## src/hdl/tlu_bus_pkg.sv

```systemverilog
package tlu_bus_pkg;

    typedef logic [15:0] bus_addr_t;
    typedef logic [7:0]  bus_data_t;

    // write strobes a soft reset, read gives lost words
    localparam bus_addr_t addr_ctrl = 16'd0;
    localparam bus_addr_t addr_cfg1 = 16'd1;
    localparam bus_addr_t addr_cfg2 = 16'd2;
    localparam bus_addr_t addr_timeout = 16'd3;
    // trigger number readback, four bytes LSB first
    localparam bus_addr_t addr_tlu_num0 = 16'd4;

    // decoded view of registers 1 to 3
    typedef struct packed {
        // tlu_mode_e encoding
        logic [1:0] mode;
        logic       msb_first;
        logic       disable_veto;
        // zero selects 32 clock cycles
        logic [4:0] trigger_clock_cycles;
        logic       enable_reset;
        logic       invert_lemo;
        logic       write_timestamp;
        // zero means wait forever
        logic [7:0] low_timeout;
    } tlu_cfg_t;

endpackage

```

## src/hdl/tlu_trig_pkg.sv

```systemverilog
package tlu_trig_pkg;

    typedef enum logic [1:0] {
        mode_disabled         = 2'd0,
        mode_no_handshake     = 2'd1,
        mode_simple_handshake = 2'd2,
        mode_data_handshake   = 2'd3
    } tlu_mode_e;

    typedef logic [31:0] timestamp_t;
    typedef logic [31:0] trig_num_t;

    // payload holds trigger number or timestamp
    typedef struct packed {
        logic        marker;
        logic [30:0] payload;
    } tlu_word_t;

    typedef struct packed {
        logic trigger;
        logic trigger_flag;
        logic reset_level;
        logic reset_flag;
    } tlu_inputs_t;

    // BUS_CLK cycles per TLU_CLOCK half period
    localparam int tlu_clock_half_period = 4;
    localparam int fifo_depth = 8;

endpackage

```

## src/hdl/tlu_regs.sv

```systemverilog
`timescale 1ns/100ps

module tlu_regs (
    input  logic                    BUS_CLK,
    input  logic                    RST,
    input  tlu_bus_pkg::bus_addr_t  BUS_ADD,
    input  tlu_bus_pkg::bus_data_t  BUS_DATA_IN,
    input  logic                    BUS_WR,
    output tlu_bus_pkg::bus_data_t  BUS_DATA_OUT,
    input  tlu_bus_pkg::bus_data_t  lost_count,
    input  tlu_trig_pkg::trig_num_t last_trigger_number,
    output tlu_bus_pkg::tlu_cfg_t   cfg,
    output logic                    soft_rst
);
    import tlu_bus_pkg::*;

    bus_data_t   reg_cfg1;
    bus_data_t   reg_cfg2;
    bus_data_t   reg_timeout;
    logic [31:8] trig_num_buf;
    logic        clr;

    assign clr = RST || soft_rst;

    // any write to address 0 resets the controller one cycle later
    always_ff @(posedge BUS_CLK)
    begin
        if (RST)
            soft_rst <= 1'b0;
        else
            soft_rst <= BUS_WR && (BUS_ADD == addr_ctrl);
    end

    always_ff @(posedge BUS_CLK)
    begin
        if (clr)
        begin
            reg_cfg1 <= '0;
            reg_cfg2 <= '0;
            reg_timeout <= '0;
        end
        else if (BUS_WR)
        begin
            case (BUS_ADD)
                addr_cfg1:    reg_cfg1 <= BUS_DATA_IN;
                addr_cfg2:    reg_cfg2 <= BUS_DATA_IN;
                addr_timeout: reg_timeout <= BUS_DATA_IN;
                default:      ;
            endcase
        end
    end

    // snapshot while the low byte is addressed keeps all four bytes coherent
    always_ff @(posedge BUS_CLK)
    begin
        if (clr)
            trig_num_buf <= '0;
        else if (BUS_ADD == addr_tlu_num0)
            trig_num_buf <= last_trigger_number[31:8];
    end

    always_ff @(posedge BUS_CLK)
    begin
        case (BUS_ADD)
            addr_ctrl:
                BUS_DATA_OUT <= lost_count;
            addr_cfg1:
                BUS_DATA_OUT <= reg_cfg1;
            addr_cfg2:
                BUS_DATA_OUT <= reg_cfg2;
            addr_timeout:
                BUS_DATA_OUT <= reg_timeout;
            // low byte taken from the same value the buffer loads
            addr_tlu_num0:
                BUS_DATA_OUT <= last_trigger_number[7:0];
            addr_tlu_num0 + 16'd1:
                BUS_DATA_OUT <= trig_num_buf[15:8];
            addr_tlu_num0 + 16'd2:
                BUS_DATA_OUT <= trig_num_buf[23:16];
            addr_tlu_num0 + 16'd3:
                BUS_DATA_OUT <= trig_num_buf[31:24];
            default:
                BUS_DATA_OUT <= '0;
        endcase
    end

    // register 1 with bits 7:4 spare
    assign cfg.mode = reg_cfg1[1:0];
    assign cfg.msb_first = reg_cfg1[2];
    assign cfg.disable_veto = reg_cfg1[3];

    // register 2
    assign cfg.trigger_clock_cycles = reg_cfg2[4:0];
    assign cfg.enable_reset = reg_cfg2[5];
    assign cfg.invert_lemo = reg_cfg2[6];
    assign cfg.write_timestamp = reg_cfg2[7];

    // register 3
    assign cfg.low_timeout = reg_timeout;

endmodule

```

## src/hdl/tlu_input_select.sv

```systemverilog
`timescale 1ns/100ps

module tlu_input_select (
    input  logic                      BUS_CLK,
    input  logic                      RST,
    input  logic                      soft_rst,
    input  tlu_bus_pkg::tlu_cfg_t     cfg,
    input  logic                      RJ45_TRIGGER,
    input  logic                      LEMO_TRIGGER,
    input  logic                      RJ45_RESET,
    input  logic                      LEMO_RESET,
    output tlu_trig_pkg::tlu_inputs_t inputs,
    output logic                      RJ45_ENABLED
);
    import tlu_trig_pkg::*;

    // bit order rj45 trigger, rj45 reset, lemo trigger, lemo reset
    logic [3:0] sync1;
    logic [3:0] sync2;
    logic       lemo_trigger;
    logic       trigger;
    logic       reset_level;
    logic       trigger_prev;
    logic       reset_prev;
    logic       trigger_flag;
    logic       reset_flag;
    logic       clr;

    assign clr = RST || soft_rst;
    assign lemo_trigger = cfg.invert_lemo ? !LEMO_TRIGGER : LEMO_TRIGGER;

    always_ff @(posedge BUS_CLK)
    begin
        sync1 <= {RJ45_TRIGGER, RJ45_RESET, lemo_trigger, LEMO_RESET};
        sync2 <= sync1;
    end

    // an unplugged RJ45 connector reads both lines high
    always_ff @(posedge BUS_CLK)
    begin
        if (clr)
            RJ45_ENABLED <= 1'b0;
        else if ((sync2[3] && sync2[2] && !RJ45_ENABLED) || cfg.mode == mode_disabled)
            RJ45_ENABLED <= 1'b0;
        else
            RJ45_ENABLED <= 1'b1;
    end

    assign trigger = RJ45_ENABLED ? sync2[3] : sync2[1];
    assign reset_level = RJ45_ENABLED ? sync2[2] : sync2[0];

    // rising edges, registered
    always_ff @(posedge BUS_CLK)
    begin
        if (clr)
        begin
            trigger_prev <= 1'b0;
            reset_prev <= 1'b0;
            trigger_flag <= 1'b0;
            reset_flag <= 1'b0;
        end
        else
        begin
            trigger_prev <= trigger;
            reset_prev <= reset_level;
            trigger_flag <= trigger && !trigger_prev;
            reset_flag <= reset_level && !reset_prev && cfg.enable_reset;
        end
    end

    assign inputs.trigger = trigger;
    assign inputs.trigger_flag = trigger_flag;
    assign inputs.reset_level = reset_level;
    assign inputs.reset_flag = reset_flag;

endmodule

```

## src/hdl/tlu_handshake_fsm.sv

```systemverilog
`timescale 1ns/100ps

module tlu_handshake_fsm (
    input  logic                      BUS_CLK,
    input  logic                      RST,
    input  logic                      soft_rst,
    input  tlu_bus_pkg::tlu_cfg_t     cfg,
    input  tlu_trig_pkg::tlu_inputs_t inputs,
    input  logic                      EXT_VETO,
    output logic                      fifo_write,
    output tlu_trig_pkg::tlu_word_t   fifo_word,
    output tlu_trig_pkg::trig_num_t   last_trigger_number,
    output logic                      TLU_BUSY,
    output logic                      TLU_CLOCK,
    output tlu_trig_pkg::timestamp_t  TIMESTAMP
);
    import tlu_trig_pkg::*;

    localparam int div_w = $clog2(tlu_clock_half_period);

    typedef enum logic [1:0] {
        s_idle,
        s_wait_low,
        s_clock,
        s_write
    } state_t;

    state_t           state;
    logic [1:0]       veto_sync;
    logic             clr;
    logic             accept;
    logic             half_done;
    logic [5:0]       num_cycles;
    logic [5:0]       bit_cnt;
    logic [div_w-1:0] div_cnt;
    logic [7:0]       timeout_cnt;
    trig_num_t        rx_number;
    trig_num_t        trig_count;
    trig_num_t        number;

    assign clr = RST || soft_rst;
    // zero in the register field stands for 32
    assign num_cycles = {cfg.trigger_clock_cycles == 5'd0, cfg.trigger_clock_cycles};
    assign accept = inputs.trigger_flag && (cfg.mode != mode_disabled)
                    && (!veto_sync[1] || cfg.disable_veto);
    assign half_done = div_cnt == div_w'(tlu_clock_half_period - 1);
    assign number = (cfg.mode == mode_data_handshake) ? rx_number : trig_count;

    always_ff @(posedge BUS_CLK)
    begin
        veto_sync <= {veto_sync[0], EXT_VETO};
    end

    always_ff @(posedge BUS_CLK)
    begin
        if (clr || inputs.reset_flag)
            TIMESTAMP <= '0;
        else
            TIMESTAMP <= TIMESTAMP + 32'd1;
    end

    always_ff @(posedge BUS_CLK)
    begin
        if (clr)
        begin
            state <= s_idle;
            fifo_write <= 1'b0;
            TLU_BUSY <= 1'b0;
            TLU_CLOCK <= 1'b0;
            div_cnt <= '0;
            bit_cnt <= '0;
            timeout_cnt <= '0;
            trig_count <= '0;
            last_trigger_number <= '0;
        end
        else
        begin
            fifo_write <= 1'b0;
            case (state)
                s_idle:
                begin
                    div_cnt <= '0;
                    bit_cnt <= '0;
                    timeout_cnt <= '0;
                    if (accept)
                    begin
                        case (cfg.mode)
                            mode_simple_handshake:
                            begin
                                state <= s_wait_low;
                                TLU_BUSY <= 1'b1;
                            end
                            mode_data_handshake:
                            begin
                                state <= s_clock;
                                TLU_BUSY <= 1'b1;
                            end
                            default:
                                state <= s_write;
                        endcase
                    end
                end
                s_wait_low:
                begin
                    timeout_cnt <= timeout_cnt + 8'd1;
                    if (!inputs.trigger)
                    begin
                        state <= s_write;
                        TLU_BUSY <= 1'b0;
                    end
                    else if (cfg.low_timeout != 8'd0 && timeout_cnt == cfg.low_timeout - 8'd1)
                    begin
                        // trigger stuck high, drop it without a word
                        state <= s_idle;
                        TLU_BUSY <= 1'b0;
                    end
                end
                s_clock:
                begin
                    div_cnt <= half_done ? '0 : div_cnt + 1'b1;
                    if (half_done)
                    begin
                        TLU_CLOCK <= !TLU_CLOCK;
                        // falling edge closes one bit
                        if (TLU_CLOCK)
                        begin
                            bit_cnt <= bit_cnt + 6'd1;
                            if (bit_cnt == num_cycles - 6'd1)
                            begin
                                state <= s_write;
                                TLU_BUSY <= 1'b0;
                            end
                        end
                    end
                end
                s_write:
                begin
                    fifo_write <= 1'b1;
                    trig_count <= trig_count + 32'd1;
                    last_trigger_number <= number;
                    state <= s_idle;
                end
                default:
                    state <= s_idle;
            endcase
        end
    end

    // bit answering a rising TLU_CLOCK is sampled half a period later
    always_ff @(posedge BUS_CLK)
    begin
        if (state == s_idle)
            rx_number <= '0;
        else if (state == s_clock && half_done && TLU_CLOCK)
        begin
            if (cfg.msb_first)
                rx_number <= {rx_number[30:0], inputs.trigger};
            else
                rx_number[bit_cnt[4:0]] <= inputs.trigger;
        end
    end

    always_ff @(posedge BUS_CLK)
    begin
        if (state == s_write)
        begin
            fifo_word.marker <= 1'b1;
            fifo_word.payload <= cfg.write_timestamp ? TIMESTAMP[30:0] : number[30:0];
        end
    end

endmodule

```

## src/hdl/tlu_trigger_fifo.sv

```systemverilog
`timescale 1ns/100ps

module tlu_trigger_fifo #(
    parameter int depth = 8
) (
    input  logic                    BUS_CLK,
    input  logic                    RST,
    input  logic                    soft_rst,
    input  logic                    fifo_write,
    input  tlu_trig_pkg::tlu_word_t fifo_word,
    input  logic                    FIFO_READ,
    output logic                    FIFO_EMPTY,
    output tlu_trig_pkg::tlu_word_t FIFO_DATA,
    output tlu_bus_pkg::bus_data_t  lost_count
);
    import tlu_trig_pkg::*;

    localparam int ptr_w = $clog2(depth);
    localparam logic [ptr_w-1:0] last_ptr = ptr_w'(depth - 1);
    localparam logic [ptr_w:0] full_count = (ptr_w + 1)'(depth);

    tlu_word_t        mem [depth];
    logic [ptr_w-1:0] wr_ptr;
    logic [ptr_w-1:0] rd_ptr;
    logic [ptr_w:0]   count;
    logic             full;
    logic             push;
    logic             pop;

    function automatic logic [ptr_w-1:0] next_ptr(input logic [ptr_w-1:0] ptr);
        return (ptr == last_ptr) ? '0 : ptr + 1'b1;
    endfunction

    assign full = count == full_count;
    assign FIFO_EMPTY = count == '0;
    assign push = fifo_write && !full;
    assign pop = FIFO_READ && !FIFO_EMPTY;
    // first word fall through
    assign FIFO_DATA = mem[rd_ptr];

    always_ff @(posedge BUS_CLK)
    begin
        if (push)
            mem[wr_ptr] <= fifo_word;
    end

    always_ff @(posedge BUS_CLK)
    begin
        if (RST || soft_rst)
        begin
            wr_ptr <= '0;
            rd_ptr <= '0;
            count <= '0;
            lost_count <= '0;
        end
        else
        begin
            if (push)
                wr_ptr <= next_ptr(wr_ptr);
            if (pop)
                rd_ptr <= next_ptr(rd_ptr);
            case ({push, pop})
                2'b10:   count <= count + 1'b1;
                2'b01:   count <= count - 1'b1;
                default: ;
            endcase
            // saturates at 255
            if (fifo_write && full && lost_count != 8'hff)
                lost_count <= lost_count + 8'd1;
        end
    end

endmodule

```

## src/hdl/tlu_controller.sv

```systemverilog
`timescale 1ns/100ps

module tlu_controller (
    input  logic                      BUS_CLK,
    input  logic                      RST,
    input  tlu_bus_pkg::bus_addr_t    BUS_ADD,
    input  tlu_bus_pkg::bus_data_t    BUS_DATA_IN,
    input  logic                      BUS_RD,
    input  logic                      BUS_WR,
    output tlu_bus_pkg::bus_data_t    BUS_DATA_OUT,
    input  logic                      RJ45_TRIGGER,
    input  logic                      LEMO_TRIGGER,
    input  logic                      RJ45_RESET,
    input  logic                      LEMO_RESET,
    input  logic                      EXT_VETO,
    output logic                      RJ45_ENABLED,
    output logic                      TLU_BUSY,
    output logic                      TLU_CLOCK,
    input  logic                      FIFO_READ,
    output logic                      FIFO_EMPTY,
    output tlu_trig_pkg::tlu_word_t   FIFO_DATA,
    output tlu_trig_pkg::timestamp_t  TIMESTAMP
);
    import tlu_bus_pkg::*;
    import tlu_trig_pkg::*;

    tlu_cfg_t    cfg;
    logic        soft_rst;
    tlu_inputs_t inputs;
    logic        fifo_write;
    tlu_word_t   fifo_word;
    trig_num_t   last_trigger_number;
    bus_data_t   lost_count;

    tlu_regs i_tlu_regs (
        .BUS_CLK             (BUS_CLK),
        .RST                 (RST),
        .BUS_ADD             (BUS_ADD),
        .BUS_DATA_IN         (BUS_DATA_IN),
        .BUS_WR              (BUS_WR),
        .BUS_DATA_OUT        (BUS_DATA_OUT),
        .lost_count          (lost_count),
        .last_trigger_number (last_trigger_number),
        .cfg                 (cfg),
        .soft_rst            (soft_rst)
    );

    tlu_input_select i_tlu_input_select (
        .BUS_CLK      (BUS_CLK),
        .RST          (RST),
        .soft_rst     (soft_rst),
        .cfg          (cfg),
        .RJ45_TRIGGER (RJ45_TRIGGER),
        .LEMO_TRIGGER (LEMO_TRIGGER),
        .RJ45_RESET   (RJ45_RESET),
        .LEMO_RESET   (LEMO_RESET),
        .inputs       (inputs),
        .RJ45_ENABLED (RJ45_ENABLED)
    );

    tlu_handshake_fsm i_tlu_handshake_fsm (
        .BUS_CLK             (BUS_CLK),
        .RST                 (RST),
        .soft_rst            (soft_rst),
        .cfg                 (cfg),
        .inputs              (inputs),
        .EXT_VETO            (EXT_VETO),
        .fifo_write          (fifo_write),
        .fifo_word           (fifo_word),
        .last_trigger_number (last_trigger_number),
        .TLU_BUSY            (TLU_BUSY),
        .TLU_CLOCK           (TLU_CLOCK),
        .TIMESTAMP           (TIMESTAMP)
    );

    tlu_trigger_fifo #(
        .depth (fifo_depth)
    ) i_tlu_trigger_fifo (
        .BUS_CLK    (BUS_CLK),
        .RST        (RST),
        .soft_rst   (soft_rst),
        .fifo_write (fifo_write),
        .fifo_word  (fifo_word),
        .FIFO_READ  (FIFO_READ),
        .FIFO_EMPTY (FIFO_EMPTY),
        .FIFO_DATA  (FIFO_DATA),
        .lost_count (lost_count)
    );

endmodule

```

## config.mk

```make
export PLATFORM = sky130hd
export DESIGN_NAME = tlu_controller
export DESIGN_NICKNAME = d
export VERILOG_FILES = /design/src/hdl/tlu_bus_pkg.sv /design/src/hdl/tlu_trig_pkg.sv /design/src/hdl/tlu_regs.sv /design/src/hdl/tlu_input_select.sv /design/src/hdl/tlu_handshake_fsm.sv /design/src/hdl/tlu_trigger_fifo.sv /design/src/hdl/tlu_controller.sv
export SDC_FILE = /design/constraint.sdc
export NUM_CORES = 1
export LEC_CHECK = 0
export BUFFER_PORTS_ARGS = -buffer_cell sky130_fd_sc_hd__buf_2
export CORE_AREA = 2 2 203 205
export CTS_BUF_LIST = sky130_fd_sc_hd__clkbuf_8
export DETAILED_ROUTE_END_ITERATION = 10
export DIE_AREA = 0 0 205 207
export PLACE_DENSITY = 0.85
export SLEW_MARGIN = 20
export SYNTH_ARGS = -nofsm -noshare
export SYNTH_HDL_FRONTEND = slang
export SYNTH_HIERARCHICAL = 1
export SYNTH_SLANG_ARGS = --single-unit
```

## constraint.sdc

```tcl
create_clock -name BUS_CLK -period 4.4 [get_ports BUS_CLK]
set_input_delay 0.88 -clock BUS_CLK [delete_from_list [all_inputs] [get_ports BUS_CLK]]
set_output_delay 0.88 -clock BUS_CLK [all_outputs]
set_load 0.01 [all_outputs]
```

======== Yosys cells after proc, flatten, opt, wreduce, memory -nomap -nowiden ========
Memories as Yosys holds them, arrays and structs flattened. A register that Yosys moved wholly into a read port is not among the register bits.
Index checks and enable logic that the tools add are counted.
word-level totals
  word-level logic and storage cells ...... 160
  memories ................................ 1
  memory bits (writable) .................. 248
  input port bits ......................... 34
  register bits ........................... 270
  output and inout bits ................... 76
operators by class
  muxes and demuxes ....................... 41
  $lt $le $gt $ge ......................... 2
  add/subtract/negate cells ............... 12
  equal/unequal tests ..................... 27
  reductions and logical operators ........ 47
memories
  memory                  depth  bits a word  rd ports  clocked after memory_dff  wr ports  line                    RTL
  i_tlu_trigger_fifo.mem  8      31           1         1                         1         tlu_trigger_fifo.sv:22  tlu_word_t mem [depth];
operator list
  operator               number
  $add 32x1->32 const B  2
  $eq 16x3->1 const B    4
  $mux 32                2
  $pmux 8 s8             1
  $bwmux 32              1
  $eq 16x2->1 const B    2
  $mux 31                1
  $add 8x1->8 const B    2
  $eq 16x1->1 const B    1
  $logic_and 1x1->1      16
  $logic_not 16->1       1
  $pmux 8 s2             1
  $mux 1                 15
  $mux 2                 7
  $eq 2x2->1 const B     6
  $mux 3                 4
  $mux 6                 2
  $pmux 6 s2             1
  $eq 8x8->1             1
  $logic_not 1->1        8
  $ne 2x1->1 const B     4
  $ne 8x8->1 const B     1
  $pmux 2 s2             2
  $pmux 2 s4             1
  30 further kinds       43

======== Logic depth before layout (Yosys ltp) ========
  word-level depth ........................ 7
  gate-level depth with buffers ........... 11
  gate-level depth less buffers ........... 9

======== By module ========
The synthesis kept the hierarchy.
modules (own cells, without submodules)
  module             cells each  seq. area each (µm²)  area each (µm²)  instances
  tlu_trigger_fifo   489         8107.8                10649.0          1
  tlu_handshake_fsm  904         3953.8                8799.7           1
  tlu_regs           290         1141.1                2786.4           1
  tlu_input_select   30          260.2                 387.9            1

======== Worst setup path after synthesis ========
Ideal clock, no wire load.
  path type ............................... register to register
  start point ............................. reg i_tlu_trigger_fifo.count[1]
  end point ............................... mem i_tlu_trigger_fifo/mem[0][0] in the netlist's numbering, enable pin
  clock period less this slack ............ 4437 ps
  arrival time ............................ 3936 ps
  slack ................................... -37 ps
  stages on the path, launching flop included .. 6
  setup time .............................. 501 ps
  path buffers ............................ 2
  data required time ...................... 3899 ps
  path through ............................ dfxtp_1 > buf_2 > nor4b_4 > nand2b_1 > buf_2 > nor4_1
between the ends
  longest elaborated chain between the ends .. 5
RTL lines
  what                          line                    RTL
  start, declared               tlu_trigger_fifo.sv:25  logic [ptr_w:0] count;
  start signal, assigned        tlu_trigger_fifo.sv:63  2'b10: count <= count + 1'b1;
  start signal, assigned        tlu_trigger_fifo.sv:64  2'b01: count <= count - 1'b1;
  $eq 4x4->1                    tlu_trigger_fifo.sv:34  assign full = count == full_count;
  $logic_not 1->1               tlu_trigger_fifo.sv:36  assign push = fifo_write && !full;
  $logic_and 1x1->1             tlu_trigger_fifo.sv:36
  $mux 1                        tlu_trigger_fifo.sv:43  if (push)
  $mux 1 (not written as such)  tlu_trigger_fifo.sv:44  mem[wr_ptr] <= fifo_word;
  end, declared                 tlu_trigger_fifo.sv:22
No other way between the ends.

==> impl_metrics.json <==
{
  "hpwl_mm": 33.1,
  "hold_class": "reg -> reg",
  "cts-root-buf": "clkbuf_8",
  "dp.cells": 2261,
  "crit_chain": "buf_12, mux4_2, mux2_2, buf_2",
  "cts_resized": 0,
  "drtAntennaViolNets": 0,
  "antenna_found_initial": 1,
  "use_met1": 0.296,
  "grt_usage": 0.239,
  "cts_tree": "built",
  "core_area_mm2": 0.0404,
  "required_ns": 3.52,
  "yosysWarningCount": 6,
  "fmax_mhz": 273,
  "tightestPinTransition_ns": 0.973,
  "p_per_area_mw_per_mm2": 394,
  "p_leak_nw": 8.76,
  "status": "finished, final reports clean",
  "end_kind": "output pin",
  "max_slew_margin": 0.352,
  "postCtsSetupBuffers": 0,
  "grt_max_degree": 67,
  "drv_slew": 0,
  "route.detailed.drc": 0,
  "critPathMaxStageDelay_ns": 0.75,
  "cts_buffer_depth": 3,
  "io_pins": 110,
  "multiInputGateArea_mm2": 0.00858,
  "grt_util_met3": 0.0389,
  "final_layout_size_suffix_gt1_frac": 0.243,
  "drt_pass1_iterations": 5,
  "wl_per_cell_um": 21.1,
  "cts.htree.levels": 3,
  "grt.overflow.total": 0,
  "grt_pass1_wl_mm": 79.2,
  "avgSynthCellArea_um2": 13.2,
  "syn_nets": 1769,
  "clockPowerShare": 0.397,
  "clk_pin_slew_ns": 0.06,
  "busiest_layer": "met2",
  "ff_latch_area_mm2": 0.0135,
  "maxCapViolations": 0,
  "comb_power_share": 0.058,
  "cp_slowest_cell": "dfxtp_4",
  "die_h_um": 207,
  "clk_latency_ns": 0.64,
  "path_max_fanout": 35,
  "die_area_mm2": 0.0424,
  "syn_inst": 1711,
  "clkSinkCount": 529,
  "finalNetCount": 1870,
  "postCtsHoldBufs": 0,
  "place_congestion": 0.859,
  "finClkSkew_ns": 0.0348,
  "ir_drop_mv": 0.194,
  "fin_crit_sh": 0.833,
  "p_int_mw": 7.61,
  "die_x_um": 205,
  "num_rows": 74,
  "crit_family": "multiplexers",
  "syn_area_mm2": 0.0226,
  "initial_core_util": 0.560,
  "final_hold_viol_count": 0,
  "path_buf_inv": 2,
  "setup_viol": 0,
  "path_class": "reg -> out",
  "cp.arrival_ns": 2.79,
  "nFillCells": 2925,
  "layout_common_cells": "287 x edfxtp_1, 240 x dfxtp_1, 120 x nor2_1",
  "start_kind": "register",
  "final_cells": 2410,
  "port_buffers": 108,
  "area_delta_synth_final_pct": 11.2,
  "rsz0062_at_grt": "false",
  "pwr-share-seq": 0.546,
  "grt_use_met2": 0.414,
  "final_common_cell": "edfxtp_1",
  "vias": 14510,
  "drt-initial-drc-count": 1240,
  "fin_crit_ns": 3.67,
  "tns_ns": 0,
  "viasPerCell": 6.02,
  "netSwitchingPower_mw": 2.29,
  "drt-total-wl_mm": 50.8,
  "swShare": 0.232,
  "grt_pass1_vias": 14437,
  "numCtsBuffers": 80
}
[path summary, 6_finish.rpt]
path                                                  start                           to  slack (ns)  cells past startpoint
worst max-delay path                               register                 FIFO_DATA[0]        0.73                      4
worst min-delay path            i_tlu_input_select/sync1[1]  i_tlu_input_select/sync2[1]        0.33                      0
worst max register to register  i_tlu_trigger_fifo/count[0]  i_tlu_trigger_fifo/count[2]        1.50                      9
worst min register to register  i_tlu_input_select/sync1[1]  i_tlu_input_select/sync2[1]        0.33                      0
[registers in the layout, indices dropped and copies added (netlist names), 6 cells and up, named ones only]
| register | flops |
|---|---|
| i_tlu_handshake_fsm/TIMESTAMP | 32 |
| i_tlu_handshake_fsm/bit_cnt | 6 |
| i_tlu_handshake_fsm/fifo_word | 31 |
| i_tlu_handshake_fsm/last_trigger_number | 32 |
| i_tlu_handshake_fsm/rx_number | 32 |
| i_tlu_handshake_fsm/timeout_cnt | 8 |
| i_tlu_handshake_fsm/trig_count | 32 |
| i_tlu_regs/BUS_DATA_OUT | 8 |
| i_tlu_regs/reg_cfg1 | 8 |
| i_tlu_regs/reg_cfg2 | 8 |
| i_tlu_regs/reg_timeout | 8 |
| i_tlu_regs/trig_num_buf | 24 |
| i_tlu_trigger_fifo/lost_count | 8 |
| i_tlu_trigger_fifo/mem | 256 |
[power by group through the flow]
| stage | combinational (mW) | sequential (mW) | clock [mW] |
|---|---|---|---|
| floorplan | 0.440 | 5.45 | 0 |
| global placement | 0.553 | 5.49 | 0 |
| detailed placement | 0.569 | 5.51 | 0 |
| CTS | 0.572 | 5.40 | 3.99 |
| global route | 0.621 | 5.41 | 4.19 |
| finish | 0.570 | 5.40 | 3.93 |
[per-stage QoR]
stage / worst slack, ns / area, um^2 / total power [mW] / hold slack, ns / util
2_1_floorplan: 0.816 / 22600 / 5.89 / 0.310 / -
3_3_place_gp: 1.33 / 23500 / 6.04 / 0.311 / 0.583
3_5_place_dp: 1.31 / 23500 / 6.08 / 0.313 / 0.583
4_1_cts: 0.658 / 25100 / 9.96 / 0.315 / 0.622
5_1_grt: 0.572 / 25100 / 10.2 / 0.316 / 0.623
6_report: 0.733 / 25100 / 9.90 / 0.326 / 0.623
[layout make-up]
| type | instances | area share |
|---|---|---|
| Sequential cell | 529 | 0.536 |
| Multi-Input combinational cell | 1049 | 0.341 |
| Clock buffer | 91 | 0.0498 |
| Timing Repair Buffer | 132 | 0.0305 |
| Tap cell | 532 | 0.0265 |
| Clock inverter | 56 | 0.0130 |
| Inverter | 20 | 0.00299 |
| Antenna cell | 1 | 0.0000995 |
[layer usage]
metal | vias up | routed length (um)
met1 | 7175 | 20000
li1 | 6654 | -
met3 | 110 | 3020
met5 | - | 0
met4 | 0 | 1780
met2 | 571 | 26000
Power figures use the tool's default switching activity.
